[src/rgb_probe_cfg.svh]
/*
 * Widths, opcodes and synchroniser depth for the RGB probe front end.
 * Payload lengths are in bytes and exclude the opcode byte.
 */
`ifndef RGB_PROBE_CFG_SVH
`define RGB_PROBE_CFG_SVH

// Data path widths
`define RGB_W           24
`define ROT_W           16
`define CONF_W          48
`define DEBUG_W         32

// Longest SPI frame, opcode plus six payload bytes
`define CMD_MAX_BYTES   7

// Flops per bit in the input synchronisers
`define SYNC_STAGES     2

// Write opcodes and their minimum payload length
`define OP_WR_ROT       8'h01
`define OP_WR_CONF      8'h02
`define OP_WR_EN        8'h03
`define LEN_WR_ROT      3'd2
`define LEN_WR_CONF     3'd6
`define LEN_WR_EN       3'd1

// Read opcodes
`define OP_RD_DEBUG     8'h10
`define OP_RD_ROT       8'h11
`define OP_RD_CONF      8'h12

`endif

[src/rgb_probe_pkg.sv]
/*
 * Shared types for the SPI command path.
 * Payload bytes are stored left-aligned, first received byte in the top bits.
 */
`include "rgb_probe_cfg.svh"

package rgb_probe_pkg;

    // Short write view: first two payload bytes, the rest unused
    typedef struct packed {
        logic [7:0]               first;
        logic [7:0]               second;
        logic [`CONF_W-17:0]      pad;
    } cmd_short_t;

    // One payload word, read either as a full config or as a short write
    typedef union packed {
        logic [`CONF_W-1:0]       conf;
        cmd_short_t               short_wr;
    } cmd_payload_u;

    // Complete command frame as handed to the decoder
    typedef struct packed {
        logic [7:0]               opcode;
        cmd_payload_u             payload;
        // Payload bytes received, 0 to 6
        logic [2:0]               len_bytes;
    } spi_cmd_t;

    // Read response, shifted out MSB byte first
    typedef logic [`CONF_W-1:0] spi_resp_t;

endpackage

[src/sync_sig.sv]
/*
 * Multi-flop synchroniser for a bus of independent asynchronous bits.
 * No bus coherency is implied, each bit resolves on its own.
 */
`include "rgb_probe_cfg.svh"

module sync_sig #(
    parameter int SIZE = 1
) (
    input  logic            clk,
    input  logic            nrst,
    input  logic [SIZE-1:0] in_sig,
    output logic [SIZE-1:0] out_sig
);

    // Stage 0 takes the raw input, last stage feeds the core
    logic [`SYNC_STAGES-1:0][SIZE-1:0] chain;

    always_ff @(posedge clk or negedge nrst) begin
        if (!nrst) begin
            chain <= '0;
        end else begin
            chain <= {chain[`SYNC_STAGES-2:0], in_sig};
        end
    end

    assign out_sig = chain[`SYNC_STAGES-1];

endmodule

[src/spi_slave.sv]
/*
 * Oversampling SPI slave, mode 0, MSB first. Inputs must already be synchronised.
 * sclk must not exceed clk/8. A partial last byte is dropped, and bytes past
 * the seventh are ignored.
 */
`include "rgb_probe_cfg.svh"

module spi_slave import rgb_probe_pkg::*; (
    input  logic       clk,
    input  logic       nrst,
    input  logic       sclk_s,
    input  logic       cs_n_s,
    input  logic       mosi_s,
    output logic       miso,
    output spi_cmd_t   cmd,
    output logic       cmd_valid,
    output logic [7:0] opcode,
    output logic       opcode_valid,
    input  spi_resp_t  resp
);

    // Previous samples and registered edge flags
    logic sclk_prev;
    logic cs_prev;
    logic sclk_rise;
    logic sclk_fall;
    logic cs_rise;
    logic mosi_q;

    // Receive state
    logic [2:0]   bit_cnt;
    logic [2:0]   byte_cnt;
    logic [7:0]   rx_sr;
    logic [7:0]   rx_byte;
    cmd_payload_u payload_q;

    // Transmit state
    logic         load_pending;
    spi_resp_t    tx_sr;

    // Edge detection, all flags lined up with mosi_q
    always_ff @(posedge clk or negedge nrst) begin
        if (!nrst) begin
            sclk_prev <= 1'b0;
            cs_prev   <= 1'b0;
            sclk_rise <= 1'b0;
            sclk_fall <= 1'b0;
            cs_rise   <= 1'b0;
            mosi_q    <= 1'b0;
        end else begin
            sclk_prev <= sclk_s;
            cs_prev   <= cs_n_s;
            sclk_rise <= sclk_s & ~sclk_prev;
            sclk_fall <= ~sclk_s & sclk_prev;
            cs_rise   <= cs_n_s & ~cs_prev;
            mosi_q    <= mosi_s;
        end
    end

    // Byte completed by the current rising edge
    assign rx_byte = {rx_sr[6:0], mosi_q};

    always_ff @(posedge clk or negedge nrst) begin
        if (!nrst) begin
            bit_cnt      <= '0;
            byte_cnt     <= '0;
            rx_sr        <= '0;
            payload_q    <= '0;
            opcode       <= '0;
            opcode_valid <= 1'b0;
            load_pending <= 1'b0;
            cmd          <= '0;
            cmd_valid    <= 1'b0;
        end else begin
            cmd_valid    <= 1'b0;
            load_pending <= 1'b0;
            if (cs_rise) begin
                // End of frame, commit only if the opcode byte arrived
                if (byte_cnt != 3'd0) begin
                    cmd.opcode    <= opcode;
                    cmd.payload   <= payload_q;
                    cmd.len_bytes <= byte_cnt - 3'd1;
                    cmd_valid     <= 1'b1;
                end
                bit_cnt      <= '0;
                byte_cnt     <= '0;
                opcode_valid <= 1'b0;
            end else if (cs_prev) begin
                // Deselected, hold the frame state cleared
                bit_cnt      <= '0;
                byte_cnt     <= '0;
                payload_q    <= '0;
                opcode_valid <= 1'b0;
            end else if (sclk_rise) begin
                rx_sr   <= rx_byte;
                bit_cnt <= bit_cnt + 3'd1;
                if (bit_cnt == 3'd7) begin
                    if (byte_cnt == 3'd0) begin
                        opcode       <= rx_byte;
                        opcode_valid <= 1'b1;
                        // Decoder sees the opcode next cycle
                        load_pending <= 1'b1;
                    end else if (byte_cnt < `CMD_MAX_BYTES) begin
                        // Byte n lands at bits 55-8n, first payload byte on top
                        payload_q.conf[(`CONF_W + 7) - 8 * int'(byte_cnt) -: 8] <= rx_byte;
                    end
                    // Saturate so extra bytes are dropped
                    if (byte_cnt < `CMD_MAX_BYTES) begin
                        byte_cnt <= byte_cnt + 3'd1;
                    end
                end
            end
        end
    end

    // Response shifter, updated on sclk falling edges after the opcode
    always_ff @(posedge clk or negedge nrst) begin
        if (!nrst) begin
            miso  <= 1'b0;
            tx_sr <= '0;
        end else if (cs_prev) begin
            miso  <= 1'b0;
            tx_sr <= '0;
        end else if (load_pending) begin
            tx_sr <= resp;
        end else if (sclk_fall && byte_cnt != 3'd0) begin
            miso  <= tx_sr[`CONF_W-1];
            tx_sr <= {tx_sr[`CONF_W-2:0], 1'b0};
        end
    end

endmodule

[src/spi_cmd_decoder.sv]
/*
 * Applies SPI command frames to the driver state and serves read responses.
 * Frames shorter than the opcode needs, or with unknown opcodes, are ignored.
 */
`include "rgb_probe_cfg.svh"

module spi_cmd_decoder import rgb_probe_pkg::*; (
    input  logic                clk,
    input  logic                nrst,
    input  spi_cmd_t            cmd,
    input  logic                cmd_valid,
    input  logic [7:0]          opcode,
    input  logic                opcode_valid,
    output spi_resp_t           resp,
    input  logic [`DEBUG_W-1:0] debug_data,
    output logic [`ROT_W-1:0]   rotation_data,
    output logic [`CONF_W-1:0]  configuration,
    output logic                new_config_available,
    output logic                rgb_enable
);

    // Write path, one cycle after cmd_valid
    always_ff @(posedge clk or negedge nrst) begin
        if (!nrst) begin
            rotation_data        <= '0;
            configuration        <= '0;
            rgb_enable           <= 1'b0;
            new_config_available <= 1'b0;
        end else begin
            new_config_available <= 1'b0;
            if (cmd_valid) begin
                case (cmd.opcode)
                    `OP_WR_ROT: begin
                        // Rotation is the first two payload bytes
                        if (cmd.len_bytes >= `LEN_WR_ROT) begin
                            rotation_data <= {cmd.payload.short_wr.first,
                                              cmd.payload.short_wr.second};
                        end
                    end
                    `OP_WR_CONF: begin
                        if (cmd.len_bytes >= `LEN_WR_CONF) begin
                            configuration        <= cmd.payload.conf;
                            new_config_available <= 1'b1;
                        end
                    end
                    `OP_WR_EN: begin
                        // Only bit 0 of the single byte counts
                        if (cmd.len_bytes >= `LEN_WR_EN) begin
                            rgb_enable <= cmd.payload.short_wr.first[0];
                        end
                    end
                    default: begin
                        // Reads and unknown opcodes leave state alone
                    end
                endcase
            end
        end
    end

    // Read path, left-aligned in the response word
    always_comb begin
        resp = '0;
        if (opcode_valid) begin
            case (opcode)
                `OP_RD_DEBUG: resp = {debug_data, {(`CONF_W - `DEBUG_W){1'b0}}};
                `OP_RD_ROT:   resp = {rotation_data, {(`CONF_W - `ROT_W){1'b0}}};
                `OP_RD_CONF:  resp = configuration;
                default:      resp = '0;
            endcase
        end
    end

endmodule

[src/rgb_frame_probe.sv]
/*
 * Captures the first pixel of each frame and counts frames while enabled.
 * Frame start is hsync and vsync rising in the same cycle, inputs synchronised.
 */
`include "rgb_probe_cfg.svh"

module rgb_frame_probe (
    input  logic                clk,
    input  logic                nrst,
    input  logic                hsync,
    input  logic                vsync,
    input  logic [`RGB_W-1:0]   data,
    input  logic                enable,
    output logic [`DEBUG_W-1:0] debug_data
);

    logic                         hsync_prev;
    logic                         vsync_prev;
    logic                         start_q;
    // Pixel delayed to line up with start_q
    logic [`RGB_W-1:0]            pixel_q;
    logic [`DEBUG_W-`RGB_W-1:0]   frame_cnt;
    logic [`RGB_W-1:0]            first_pixel;

    // Edge detect stage
    always_ff @(posedge clk or negedge nrst) begin
        if (!nrst) begin
            hsync_prev <= 1'b0;
            vsync_prev <= 1'b0;
            start_q    <= 1'b0;
            pixel_q    <= '0;
        end else begin
            hsync_prev <= hsync;
            vsync_prev <= vsync;
            start_q    <= hsync & ~hsync_prev & vsync & ~vsync_prev;
            pixel_q    <= data;
        end
    end

    // Capture stage, count wraps at 255
    always_ff @(posedge clk or negedge nrst) begin
        if (!nrst) begin
            frame_cnt   <= '0;
            first_pixel <= '0;
        end else if (start_q && enable) begin
            frame_cnt   <= frame_cnt + 1'b1;
            first_pixel <= pixel_q;
        end
    end

    assign debug_data = {frame_cnt, first_pixel};

endmodule

[src/rgb_probe_top.sv]
/*
 * Debug front end top. nrst doubles as the clock-ready signal.
 * All pins are asynchronous to clk and pass through synchronisers.
 */
`include "rgb_probe_cfg.svh"

module rgb_probe_top import rgb_probe_pkg::*; (
    input  logic               clk,
    input  logic               nrst,
    input  logic               rgb_hsync,
    input  logic               rgb_vsync,
    input  logic [`RGB_W-1:0]  rgb_d,
    input  logic               spi_sclk,
    input  logic               spi_cs,
    input  logic               spi_mosi,
    output logic               spi_miso,
    output logic [`ROT_W-1:0]  rotation_data,
    output logic [`CONF_W-1:0] driver_conf,
    output logic               new_config_available,
    output logic               rgb_enable
);

    // Synchronised video inputs
    logic               hsync_s;
    logic               vsync_s;
    logic [`RGB_W-1:0]  data_s;

    // Synchronised SPI lines
    logic               sclk_s;
    logic               cs_n_s;
    logic               mosi_s;

    // Slave to decoder
    spi_cmd_t           cmd;
    logic               cmd_valid;
    logic [7:0]         opcode;
    logic               opcode_valid;
    spi_resp_t          resp;

    logic [`DEBUG_W-1:0] debug_data;

    sync_sig #(.SIZE(`RGB_W + 2)) sync_rgb_inst (
        .clk     (clk),
        .nrst    (nrst),
        .in_sig  ({rgb_hsync, rgb_vsync, rgb_d}),
        .out_sig ({hsync_s, vsync_s, data_s})
    );

    sync_sig #(.SIZE(3)) sync_spi_inst (
        .clk     (clk),
        .nrst    (nrst),
        .in_sig  ({spi_sclk, spi_cs, spi_mosi}),
        .out_sig ({sclk_s, cs_n_s, mosi_s})
    );

    rgb_frame_probe rgb_frame_probe_inst (
        .clk        (clk),
        .nrst       (nrst),
        .hsync      (hsync_s),
        .vsync      (vsync_s),
        .data       (data_s),
        .enable     (rgb_enable),
        .debug_data (debug_data)
    );

    spi_slave spi_slave_inst (
        .clk          (clk),
        .nrst         (nrst),
        .sclk_s       (sclk_s),
        .cs_n_s       (cs_n_s),
        .mosi_s       (mosi_s),
        .miso         (spi_miso),
        .cmd          (cmd),
        .cmd_valid    (cmd_valid),
        .opcode       (opcode),
        .opcode_valid (opcode_valid),
        .resp         (resp)
    );

    spi_cmd_decoder spi_cmd_decoder_inst (
        .clk                  (clk),
        .nrst                 (nrst),
        .cmd                  (cmd),
        .cmd_valid            (cmd_valid),
        .opcode               (opcode),
        .opcode_valid         (opcode_valid),
        .resp                 (resp),
        .debug_data           (debug_data),
        .rotation_data        (rotation_data),
        .configuration        (driver_conf),
        .new_config_available (new_config_available),
        .rgb_enable           (rgb_enable)
    );

endmodule

[config.mk]
export PLATFORM = sky130hd
export DESIGN_NAME = rgb_probe_top
export DESIGN_NICKNAME = d
export VERILOG_FILES = /design/src/rgb_probe_pkg.sv /design/src/sync_sig.sv /design/src/spi_slave.sv /design/src/spi_cmd_decoder.sv /design/src/rgb_frame_probe.sv /design/src/rgb_probe_top.sv
export VERILOG_INCLUDE_DIRS = /design/src /design/src/src
export SDC_FILE = /design/constraint.sdc
export NUM_CORES = 1
export LEC_CHECK = 0
export BUFFER_PORTS_ARGS = -buffer_cell sky130_fd_sc_hd__buf_4
export CAP_MARGIN = 20
export CORE_MARGIN = 10
export CORE_UTILIZATION = 50
export DETAILED_ROUTE_END_ITERATION = 8
export PLACE_DENSITY_LB_ADDON = 0.2
export SLEW_MARGIN = 5
export SYNTH_ARGS = -nofsm -noshare
export SYNTH_HDL_FRONTEND = slang
export SYNTH_SLANG_ARGS = --single-unit
[constraint.sdc]
create_clock -name clk -period 5.66 [get_ports clk]
set_input_delay 0.849 -clock clk [delete_from_list [all_inputs] [get_ports clk]]
set_output_delay 0.849 -clock clk [all_outputs]
set_load 0.01 [all_outputs]
==> After elaboration in Yosys (flattened, before gate mapping) <==
Index checks and enable logic that the tools add are counted.
W data, S select, Z words.
{ "totals": {"register_bits": 369} }
{ "op_classes": {"n_shift": 2, "add_sub_neg": 6, "bitwise_logic": 12, "magnitude_cmp": 4, "n_eq_ne": 9, "n_mux": 37, "n_reduce_logical": 23} }
{ "ops": {"columns": ["cell", "n"], "rows": [
  ["$mux W48", 9],
  ["$pmux W48 S3", 1],
  ["$shift A8 B33 Y55 const A", 1],
  ["$shiftx A8 B33 Y55", 1],
  ["$bwmux W48", 1],
  ["$neg A32 Y33", 1],
  ["$eq A8 B5 Y1 const B", 3],
  ["$mux W3", 8],
  ["$mux W1", 18],
  ["$reduce_and A3 Y1", 6],
  ["$reduce_bool A3 Y1", 6],
  ["$eq A8 B2 Y1 const B", 2],
  ["$reduce_and A5 Y1", 2],
  ["$add A8 B1 Y8 const B", 1],
  ["$eq A8 B1 Y1 const B", 1],
  ["$reduce_bool A2 Y1", 4],
  ["$sub A6 B6 Y7 const A", 1],
  ["$add A3 B1 Y3 const B", 2],
  ["$and A1 B1 Y1", 6],
  ["$not A1 Y1", 6],
  ["$ne A2 B1 Y1 const B", 2],
  ["$reduce_and A2 Y1", 2],
  ["$eq A3 B3 Y1 const B", 1],
  ["$ge A3 B1 Y1 const B", 1],
  ["6 further kinds", 7]
]} }

==> Depth between registers and ports, before layout <==
Gate-level depths: netlist (run 1).
{ "depth": {"depth_word": 9, "ltp_mapped": 8} }

==> Modules after synthesis <==
From an unflattened synthesis (run 1), not the netlist that was laid out.
{ "hier_totals": {"cells_unflattened": 1111, "area_unflattened_um2": 14854.2} }
{ "modules_own_cells": {"columns": ["module", "instances", "area_per_inst_um2", "cells_each", "seq_area_each_um2"], "rows": [
  ["spi_slave", 1, 7811.2, 643, 4654.5],
  ["spi_cmd_decoder", 1, 3349.5, 276, 1651.6],
  ["rgb_frame_probe", 1, 2024.4, 105, 1476.4],
  ["sync_sig (sync_rgb_inst)", 1, 1496.4, 78, 1301.2],
  ["sync_sig (sync_spi_inst)", 1, 172.7, 9, 150.1]
]} }

==> Worst setup path before layout (run 1) <==
No wires, ideal clock.
{ "synth_timing": {"path_type": "register to register", "start": "reg spi_slave_inst.byte_cnt[0]", "end": "reg spi_slave_inst.payload_q[26] in the netlist's numbering", "n_path_buf": 1, "period_less_slack_ns": 2.195, "required_time_ns": 5.538, "setup_time_ns": 0.122, "slack_ns": 3.465, "stages_incl_launch_ff": 7, "arrival_time_ns": 2.074, "cell_sequence": "dfrtp_1 -> inv_1 -> ha_1 -> or4_1 -> or2_2 -> clkbuf_1 -> a32o_1"} }
{ "synth_via": {"elab_chain_len": 9, "elab_cells_between_ends": 15, "classes_between": "add/sub: 2; order compare: 1; eq/ne: 1; shift: 2; mux: 6; reduce/logical: 3"} }
{ "synth_rtl": {"columns": ["item", "line", "text"], "rows": [
  ["from (decl)", "spi_slave.sv:32", "logic [2:0] byte_cnt;"],
  ["from (signal assigned)", "spi_slave.sv:109", "byte_cnt <= byte_cnt + 3'd1;"],
  ["$sub A6 B6 Y7", "spi_slave.sv:105", "payload_q.conf[(`CONF_W + 7) - 8 * int'(byte_cnt) -: 8] <= rx_byte;"],
  ["$neg A32 Y33", "spi_slave.sv:105", null],
  ["$shiftx A8 B33 Y55 or $shift A8 B33 Y55 (tied branches)", "spi_slave.sv:105", null],
  ["$bwmux W48", "spi_slave.sv:105", null],
  ["$mux W48", "spi_slave.sv:103", "end else if (byte_cnt < `CMD_MAX_BYTES) begin"],
  ["$mux W48", "spi_slave.sv:98", "if (byte_cnt == 3'd0) begin"],
  ["$mux W48", "spi_slave.sv:97", "if (bit_cnt == 3'd7) begin"],
  ["$mux W48", "spi_slave.sv:94", "end else if (sclk_rise) begin"],
  ["$mux W48", "spi_slave.sv:88", "end else if (cs_prev) begin"],
  ["to (decl)", "spi_slave.sv:35", "cmd_payload_u payload_q;"]
]} }
Several ways; a longest one is shown, not always the timed one. The select of a mux whose other input is x is not followed.
A chain may end at the register's enable or synchronous reset.

==> Final worst setup path (run 1) <==
{ "layout_timing": {"start": "reg spi_slave_inst.byte_cnt[0]", "end": "reg spi_slave_inst.cmd[3] (netlist name)"} }
{ "layout_via": {"elab_chain_len": 2} }
{ "layout_rtl": {"columns": ["item", "line", "text"], "rows": [
  ["$reduce_bool A3 Y1", "spi_slave.sv:79", "if (byte_cnt != 3'd0) begin"],
  ["$reduce_and A2 Y1 (no line)", null, null]
]} }
Every way passes these cells.

==> results of run 1 <==
==> power groups by stage <==
| stage | Clock (µW) | Sequential, µW | Combinational [µW] |
|---|---|---|---|
| floorplan | 0 | 2750 | 80.0 |
| global placement | 0 | 2830 | 124 |
| detailed placement | 0 | 2830 | 125 |
| CTS | 2520 | 2780 | 125 |
| global route | 2640 | 2790 | 139 |
| finish | 2460 | 2780 | 121 |
==> final cells by class <==
cell class	instances	area, µm²	area share
Inverter	29	109	0.00660
Multi-Input combinational cell	570	4530	0.275
Clock inverter	17	145	0.00880
Timing Repair Buffer	113	892	0.0541
Sequential cell	369	9240	0.560
Tap cell	378	473	0.0287
Clock buffer	51	1100	0.0668
==> worst register-to-register path, cell delays in order (launching register included) <==
cell	delay [ps]
dfrtp_1	470
inv_1	140
ha_1	230
nand2b_1	710
nand2_2	810
buf_4	510
mux2_2	310
==> per-stage QoR <==
stage,util,cell area [µm²]
after floorplan,-,14100
after global placement,0.546,15200
after detailed placement,0.546,15200
after CTS,0.590,16400
after global routing,0.592,16500
final,0.592,16500
==> state kept, by name, indices dropped and copies added, names as in the netlist, 3 cells and up <==
register                            count
rgb_frame_probe_inst.first_pixel       24
spi_cmd_decoder_inst.configuration     48
sync_rgb_inst.out_sig                  26
rgb_frame_probe_inst.pixel_q           24
spi_slave_inst.opcode                   8
spi_slave_inst.bit_cnt                  3
spi_slave_inst.tx_sr                   48
spi_cmd_decoder_inst.rotation_data     16
spi_slave_inst.cmd                     59
rgb_frame_probe_inst.frame_cnt          8
sync_spi_inst.out_sig                   3
sync_rgb_inst.chain                    26
spi_slave_inst.payload_q               48
spi_slave_inst.byte_cnt                 3
spi_slave_inst.rx_sr                    7
sync_spi_inst.chain                     3
==> cells in the mapped netlist, types with 2 or more instances <==
| cell type | n | area (µm²) |
|---|---|---|
| buf_2 | 11 | 55.1 |
| and4b_1 | 2 | 20.0 |
| o21ai_1 | 4 | 20.0 |
| a21o_1 | 16 | 120 |
| mux2_4 | 9 | 135 |
| inv_1 | 29 | 109 |
| o311ai_0 | 8 | 70.1 |
| xnor2_1 | 7 | 61.3 |
| nor3_1 | 4 | 20.0 |
| nor4bb_1 | 2 | 20.0 |
| nand2_1 | 44 | 165 |
| mux2_2 | 144 | 1620 |
| and3_1 | 3 | 18.8 |
| xor2_1 | 5 | 43.8 |
| nor4_1 | 2 | 12.5 |
| a32o_1 | 32 | 320 |
| nand2b_1 | 3 | 18.8 |
| buf_1 | 12 | 45.0 |
| nand4b_1 | 8 | 70.1 |
| nand4_1 | 5 | 31.3 |
| and2_1 | 19 | 119 |
| mux2i_1 | 36 | 360 |
| nor2b_1 | 7 | 43.8 |
| clkbuf_1 | 46 | 173 |
| or3_1 | 2 | 12.5 |
| o21ai_0 | 72 | 360 |
| o211ai_1 | 8 | 60.1 |
| ha_1 | 6 | 75.1 |
| a21oi_1 | 17 | 85.1 |
| a22oi_1 | 31 | 233 |
| and2_0 | 2 | 12.5 |
| or2_2 | 2 | 12.5 |
| nor3b_1 | 3 | 22.5 |
| nor2_1 | 32 | 120 |
| nand3_1 | 20 | 100 |
| buf_6 | 2 | 22.5 |
| dfrtp_1 | 369 | 9230 |
| nand3b_1 | 9 | 67.6 |
==> logic make-up after synthesis <==
family / after synthesis / synth area share
and+or+nand+nor: 172 / 0.0648
AOI/OAI and AO/OA: 191 / 0.0914
muxes: 189 / 0.150
DFF: 369 / 0.653
adders and majority gates: 6 / 0.00531
xor gates and xnor gates: 12 / 0.00743
buffers and inverters: 100 / 0.0286
==> routing by layer <==
metal / global-route usage / share of wire
met5: 0 / 0
met4: 0.0548 / 0.023
met3: 0.0343 / 0.057
met2: 0.237 / 0.46
met1: 0.218 / 0.46
==> path summary, 6_finish.rpt <==
kind	from	end	slack, ps	depth (start not counted)
setup / recovery	spi_slave_inst.byte_cnt[0]$_DFFE_PN0P_	spi_slave_inst.cmd[3]$_DFFE_PN0P_	2360	6
hold / removal	sync_rgb_inst.chain[24]$_DFF_PN0_	sync_rgb_inst.out_sig[24]$_DFF_PN0_	340	0
setup reg to reg	spi_slave_inst.byte_cnt[0]$_DFFE_PN0P_	spi_slave_inst.cmd[3]$_DFFE_PN0P_	2360	6
hold reg to reg	sync_rgb_inst.chain[24]$_DFF_PN0_	sync_rgb_inst.out_sig[24]$_DFF_PN0_	340	0
max in group asynchronous	nrst	spi_slave_inst.tx_sr[39]$_DFFE_PN0P_	4010	2
min in group asynchronous	nrst	sync_rgb_inst.chain[7]$_DFF_PN0_	370	1
==> results.json, run 1 <==
{
  "combPwrFrac": 0.023,
  "outcome": "complete, no violations",
  "cts_tree": "done",
  "total_power_uw": 5360,
  "crit_type": "reg -> reg",
  "io_pins": 98,
  "setup_violations": 0,
  "fillCellCount": 2247,
  "finalHoldViolations": 0,
  "synth.distinct_cells": 44,
  "fp.dieW_um": 188,
  "cp_slowest_stage_delay_ps": 800,
  "clock_path_buffers": 3,
  "synth_seq_cells": 369,
  "leakage_uw": 0.00778,
  "routedWlPerCell_um": 18.1,
  "drtIter0Drc": 533,
  "antenna_left": 0,
  "worst_setup_path_end_kind": "register",
  "htree_levels": 2,
  "die_h_um": 188,
  "place.gp.congestion": 0.824,
  "p_seq_frac": 0.519,
  "crit_buf_inv": 2,
  "drc": 0,
  "fin_nets": 1158,
  "fin_crit_sh": 0.582,
  "syn_avg_cell_area_um2": 13.6,
  "cts_buffers": 38,
  "crit_arrival_ps": 3690,
  "grt_remaining_overflow": 0,
  "placed_cells": 1455,
  "required_ps": 6060,
  "syn_to_final_growth_pct": 16.5,
  "hold_slack_ps": 341,
  "path_clk_slew_ps": 60,
  "synth.cell_area_mm2": 0.0141,
  "worst_slack_ps": 2360,
  "synth_warnings": 0,
  "worstMarginPinSlew_ps": 1010,
  "antenna_found_initial": 0,
  "postCtsSetupRepairBufs": 0,
  "ir_worst_vdd_mv": 0.237,
  "dieArea_mm2": 0.0354,
  "clkSinkCount": 369,
  "drv_cap": 0,
  "num_rows": 61,
  "drv_slew": 0,
  "grt_max_degree": 136,
  "synth-edff-count": 0,
  "dpl.hpwl_mm": 17.4,
  "p_switching_uw": 1170,
  "final_cells": 1527,
  "clk_latency_ps": 520,
  "async_flop_share": 1.00,
  "fin_skew_ps": 18.4,
  "antenna_cells": 0,
  "cts-root-buf": "clkbuf_16",
  "grt.total_usage": 0.156,
  "holdCritPathClass": "reg -> reg",
  "place_ws_ps": 2420,
  "power.density_mw_per_mm2": 325,
  "first_pass_iters": 5,
  "crit_path_max_fanout": 48,
  "yosysSeqAreaShare": 0.653,
  "layout_commonest_cell": "dfrtp_1",
  "rsz0062_at_grt": "no",
  "worstSetupStartpointType": "register",
  "setup-tns-final_ps": 0,
  "swShare": 0.218,
  "portBuffers": 97,
  "totalWireLength_mm": 27.6,
  "vias": 8238,
  "start_util": 0.508,
  "final_cell_mix": "dfrtp_1 (368), mux2_2 (144), buf_4 (108), o21ai_0 (72), nand2_1 (43)",
  "cts_hold_buf": 0,
  "grt_pass1_wl_mm": 45.6,
  "vias_per_cell": 5.39,
  "design.core.area_mm2": 0.0279,
  "worst_path_max_delay_cell": "nand2_2",
  "period_needed_ps": 3300,
  "drive_gt1_frac": 0.295,
  "critPathTopFamily": "simple AND/OR/NAND/NOR gates",
  "synth_flop_cell": "dfrtp_1",
  "syn-num-nets": 1076,
  "max_freq_ghz": 0.303,
  "netlist_instances": 1039,
  "relSlewSlack": 0.320,
  "p_int_uw": 4190,
  "pwr-share-clk": 0.458,
  "path_cells": "inv_1 > ha_1 > nand2b_1 > nand2_2 > buf_4 > mux2_2",
  "cts-resized-gates": 0,
  "grt_pass1_vias": 8254
}
Power figures use the tool's default switching activity.
==> run 2: changes to the inputs <==
- clock period: 5.66 -> 3.2 ns (I/O delays scaled with it)
==> results.json, run 2 (synthesized netlist as in run 1, its figures left out) <==
{
  "outcome": "complete, no violations",
  "htree_levels": 2,
  "power.density_mw_per_mm2": 572,
  "fp.dieW_um": 188,
  "dieArea_mm2": 0.0354,
  "grt.total_usage": 0.160,
  "place.gp.congestion": 0.804,
  "clk_latency_ps": 520,
  "drc": 0,
  "cts_tree": "done",
  "grt_pass1_vias": 8622,
  "cts-resized-gates": 0,
  "grt_pass1_wl_mm": 47.1,
  "io_pins": 98,
  "fillCellCount": 2203,
  "cts-root-buf": "clkbuf_16",
  "period_needed_ps": 2390,
  "antenna_found_initial": 0,
  "dpl.hpwl_mm": 18.0,
  "place_ws_ps": 820,
  "start_util": 0.508,
  "vias": 8380,
  "clkSinkCount": 369,
  "fin_skew_ps": 15.2,
  "design.core.area_mm2": 0.0279,
  "crit_path_max_fanout": 32,
  "largest_reg_flops": 59,
  "setup-tns-final_ps": 0,
  "crit_type": "reg -> reg",
  "die_h_um": 188,
  "syn_to_final_growth_pct": 17.3,
  "drive_gt1_frac": 0.298,
  "worst_slack_ps": 806,
  "totalWireLength_mm": 28.0,
  "first_pass_iters": 5,
  "required_ps": 3600,
  "cts_buffers": 38,
  "clock_path_buffers": 3,
  "final_cell_mix": "dfrtp_1 (368), mux2_2 (144), buf_4 (114), o21ai_0 (72), nand2_1 (43)",
  "leakage_uw": 0.00784,
  "finalHoldViolations": 0,
  "layout_commonest_cell": "dfrtp_1",
  "portBuffers": 97,
  "fin_crit_sh": 0.748,
  "drv_slew": 0,
  "crit_arrival_ps": 2790,
  "top_register": "spi_slave_inst.cmd",
  "ir_worst_vdd_mv": 0.416,
  "relSlewSlack": 0.434,
  "path_clk_slew_ps": 60,
  "rsz0062_at_grt": "no",
  "drv_cap": 0,
  "hold_slack_ps": 60.6,
  "antenna_cells": 0,
  "routedWlPerCell_um": 18.3,
  "holdCritPathClass": "in -> reg",
  "worstMarginPinSlew_ps": 842,
  "postPlaceCellArea_mm2": 0.0153,
  "fin_nets": 1167,
  "drtIter0Drc": 561,
  "grt_max_degree": 90,
  "worst_setup_path_end_kind": "register",
  "vias_per_cell": 5.46,
  "stdcell_area_mm2": 0.0166,
  "setup_violations": 0,
  "worstSetupStartpointType": "register",
  "num_rows": 61,
  "antenna_left": 0,
  "max_freq_ghz": 0.418,
  "grt_remaining_overflow": 0
}
## run 2: cell type report
cell class | count | area [µm²] | share of cell area
inverter | 29 | 109 | 0.00656
timing repair buffer | 122 | 1000 | 0.0603
clock buffer | 52 | 1110 | 0.0672
tap | 378 | 473 | 0.0285
clock inverter | 14 | 130 | 0.00784
multi-input combinational | 570 | 4530 | 0.273
sequential | 369 | 9240 | 0.557
## run 2: per-layer routing
metal	vias to the layer above	global-route usage	wire length (µm)
met5	-	0	0
met4	0	0.0477	482
met3	41	0.0336	1500
met2	182	0.252	13400
met1	4264	0.221	12600
li1	3893	-	-
## run 2: per-stage QoR
stage               utilization  std cells  power, µW
global placement          0.551       1467       5240
global route              0.596       1534       9850
detailed placement        0.551       1467       5250
floorplan                     -       1039       5010
CTS                       0.596       1534       9630
finish                    0.596       1534       9500
## run 2: critical path, stage by stage, from the launching register on
cell and delay [ps]:
dfrtp_1 380, nor4_2 330, nand4_1 150, or3_2 810, buf_12 300, mux2_2 300
## run 2: where the power goes
part,internal (µW),leakage (µW),switching (µW)
combinational,80.8,0.00227,147
sequential,4760,0.00494,170
clock,2600,0.000622,1750
total,7440,0.00784,2060
## run 2: worst paths after layout
kind / startpoint / endpoint / slack, ps / depth (start not counted)
max in group asynchronous: nrst / spi_cmd_decoder_inst.rotation_data[8]$_DFFE_PN0P_ / 1780 / 3
min in group asynchronous: nrst / sync_rgb_inst.out_sig[8]$_DFF_PN0_ / 560 / 2
max reg2reg: spi_slave_inst.cmd[56]$_DFFE_PN0P_ / spi_cmd_decoder_inst.configuration[4]$_DFFE_PN0P_ / 810 / 5
min: rgb_d[17] / sync_rgb_inst.chain[17]$_DFF_PN0_ / 60 / 1
max: spi_slave_inst.cmd[56]$_DFFE_PN0P_ / spi_cmd_decoder_inst.configuration[4]$_DFFE_PN0P_ / 810 / 5
min reg2reg: sync_rgb_inst.out_sig[19]$_DFF_PN0_ / rgb_frame_probe_inst.pixel_q[19]$_DFF_PN0_ / 340 / 0
## run 2: timing repair
action / CTS / global route
endpoints found under the hold margin: 24 / 0
hold buffers: 1 / 0
buffers inserted: 0 / 0
==> run 3: changes to the inputs <==
- clock period: 3.2 -> 1.95 ns (I/O delays scaled with it)
==> results.json, run 3 (synthesized netlist as in run 1, its figures left out) <==
{
  "outcome": "complete, no violations",
  "top_register": "spi_slave_inst.cmd",
  "clkSinkCount": 369,
  "combPwrFrac": 0.029,
  "leakage_uw": 0.00818,
  "antenna_found_initial": 0,
  "fin_skew_ps": 16.9,
  "drtIter0Drc": 566,
  "path_clk_slew_ps": 60,
  "fp.dieW_um": 188,
  "antenna_cells": 0,
  "required_ps": 2360,
  "dieArea_mm2": 0.0354,
  "p_int_uw": 12200,
  "drv_cap": 0,
  "clock_path_buffers": 3,
  "crit_path_max_fanout": 8,
  "pwr-share-clk": 0.455,
  "setup_violations": 0,
  "period_needed_ps": 1930,
  "final_cells": 1598,
  "vias": 8685,
  "vias_per_cell": 5.43,
  "die_h_um": 188,
  "cts-root-buf": "clkbuf_16",
  "first_pass_iters": 4,
  "portBuffers": 97,
  "drc": 0,
  "grt.total_usage": 0.169,
  "power.density_mw_per_mm2": 907,
  "worst_setup_path_end_kind": "register",
  "worstSetupStartpointType": "register",
  "antenna_left": 0,
  "syn_to_final_growth_pct": 22.4,
  "crit_arrival_ps": 2340,
  "p_seq_frac": 0.516,
  "cts_tree": "done",
  "design.core.area_mm2": 0.0279,
  "routedWlPerCell_um": 18.6,
  "holdCritPathClass": "in -> async",
  "htree_levels": 2,
  "grt_pass1_wl_mm": 49.1,
  "finalHoldViolations": 0,
  "max_freq_ghz": 0.519,
  "total_power_uw": 15700,
  "placed_cells": 1497,
  "final_cell_mix": "dfrtp_1 (367), mux2_2 (144), buf_4 (139), o21ai_0 (71), nand2_1 (43)",
  "grt_max_degree": 83,
  "swShare": 0.222,
  "worstMarginPinSlew_ps": 607,
  "crit_type": "reg -> reg",
  "fin_nets": 1230,
  "relSlewSlack": 0.595,
  "p_switching_uw": 3490,
  "totalWireLength_mm": 29.8,
  "ir_worst_vdd_mv": 0.709,
  "drive_gt1_frac": 0.324,
  "place.gp.congestion": 0.808,
  "io_pins": 98,
  "num_rows": 61,
  "grt_remaining_overflow": 0,
  "layout_commonest_cell": "dfrtp_1",
  "start_util": 0.508,
  "fin_crit_sh": 0.989,
  "clk_latency_ps": 530,
  "cts_buffers": 39,
  "drv_slew": 0,
  "dpl.hpwl_mm": 19.3,
  "largest_reg_flops": 59,
  "grt_pass1_vias": 9072
}
-- run 3: cell count changes in the layout (fill, tap and decap cells not counted), sizes merged --
cell and delta:
buf +33, clkinv -1, clkinvlp +1, dlygate4sd3 +29, inv +2
-- run 3: path summary, 6_finish.rpt --
path / startpoint / endpoint / slack (ps) / cells past startpoint
setup / recovery: spi_slave_inst.byte_cnt[1]$_DFFE_PN0P_ / spi_slave_inst.payload_q[29]$_DFFE_PN0P_ / 20 / 6
hold reg to reg: sync_rgb_inst.out_sig[4]$_DFF_PN0_ / rgb_frame_probe_inst.pixel_q[4]$_DFF_PN0_ / 340 / 0
min in group clk: sync_rgb_inst.out_sig[4]$_DFF_PN0_ / rgb_frame_probe_inst.pixel_q[4]$_DFF_PN0_ / 340 / 0
hold / removal: nrst / rgb_frame_probe_inst.first_pixel[7]$_DFFE_PN0P_ / 250 / 2
max in group asynchronous: nrst / sync_rgb_inst.out_sig[23]$_DFF_PN0_ / 960 / 3
setup reg to reg: spi_slave_inst.byte_cnt[1]$_DFFE_PN0P_ / spi_slave_inst.payload_q[29]$_DFFE_PN0P_ / 20 / 6
-- run 3: cell type report --
cell class	count	area, µm²
Inverter	29	109
Clock inverter	16	146
Sequential cell	369	9240
Timing Repair Buffer	184	1640
Fill cell	2175	10500
Multi-Input combinational cell	570	4610
Clock buffer	52	1090
Tap cell	378	473
-- run 3: critical path, cell delays in order, from the launching register on --
cell and delay, ps:
dfrtp_1 410, inv_2 70, ha_4 160, nor2b_4 120, or4_4 490, or2_4 310
a32o_1 260
-- run 3: what timing repair did --
item	in CTS	in global routing
pin swaps	1	11
hold buffers	30	0
setup endpoints to repair	64	85
cloned	0	0
resized for setup	5	12
setup buffers	0	3
hold endpoints to repair	103	0
-- run 3: routing by layer --
metal	up-vias	part of all wire	global-route usage
met5	-	0	0
met4	0	0.017	0.0492
met3	39	0.053	0.0391
met2	173	0.47	0.259
met1	4470	0.46	0.235
li1	4003	-	-
-- run 3: power groups by stage --
stage / clock, µW / sequential (µW) / combinational [µW]
3_5_place_dp: 0 / 8230 / 419
3_3_place_gp: 0 / 8230 / 408
5_1_grt: 7620 / 8110 / 516
6_report: 7140 / 8100 / 454
2_1_floorplan: 0 / 7980 / 232
4_1_cts: 7300 / 8090 / 467
-- run 3: through the flow --
stage	setup WS, ps	utilization	hold WS, ps	TNS (ps)	area [µm²]
final	21.4	0.621	247	0	17300
after global routing	-11.7	0.621	272	-55.2	17300
after global placement	-73.2	0.563	202	-2830	15700
after CTS	21.7	0.619	236	0	17200
after floorplan	7.41	-	-3.09	0	14200
after detailed placement	-73.5	0.563	205	-2990	15700
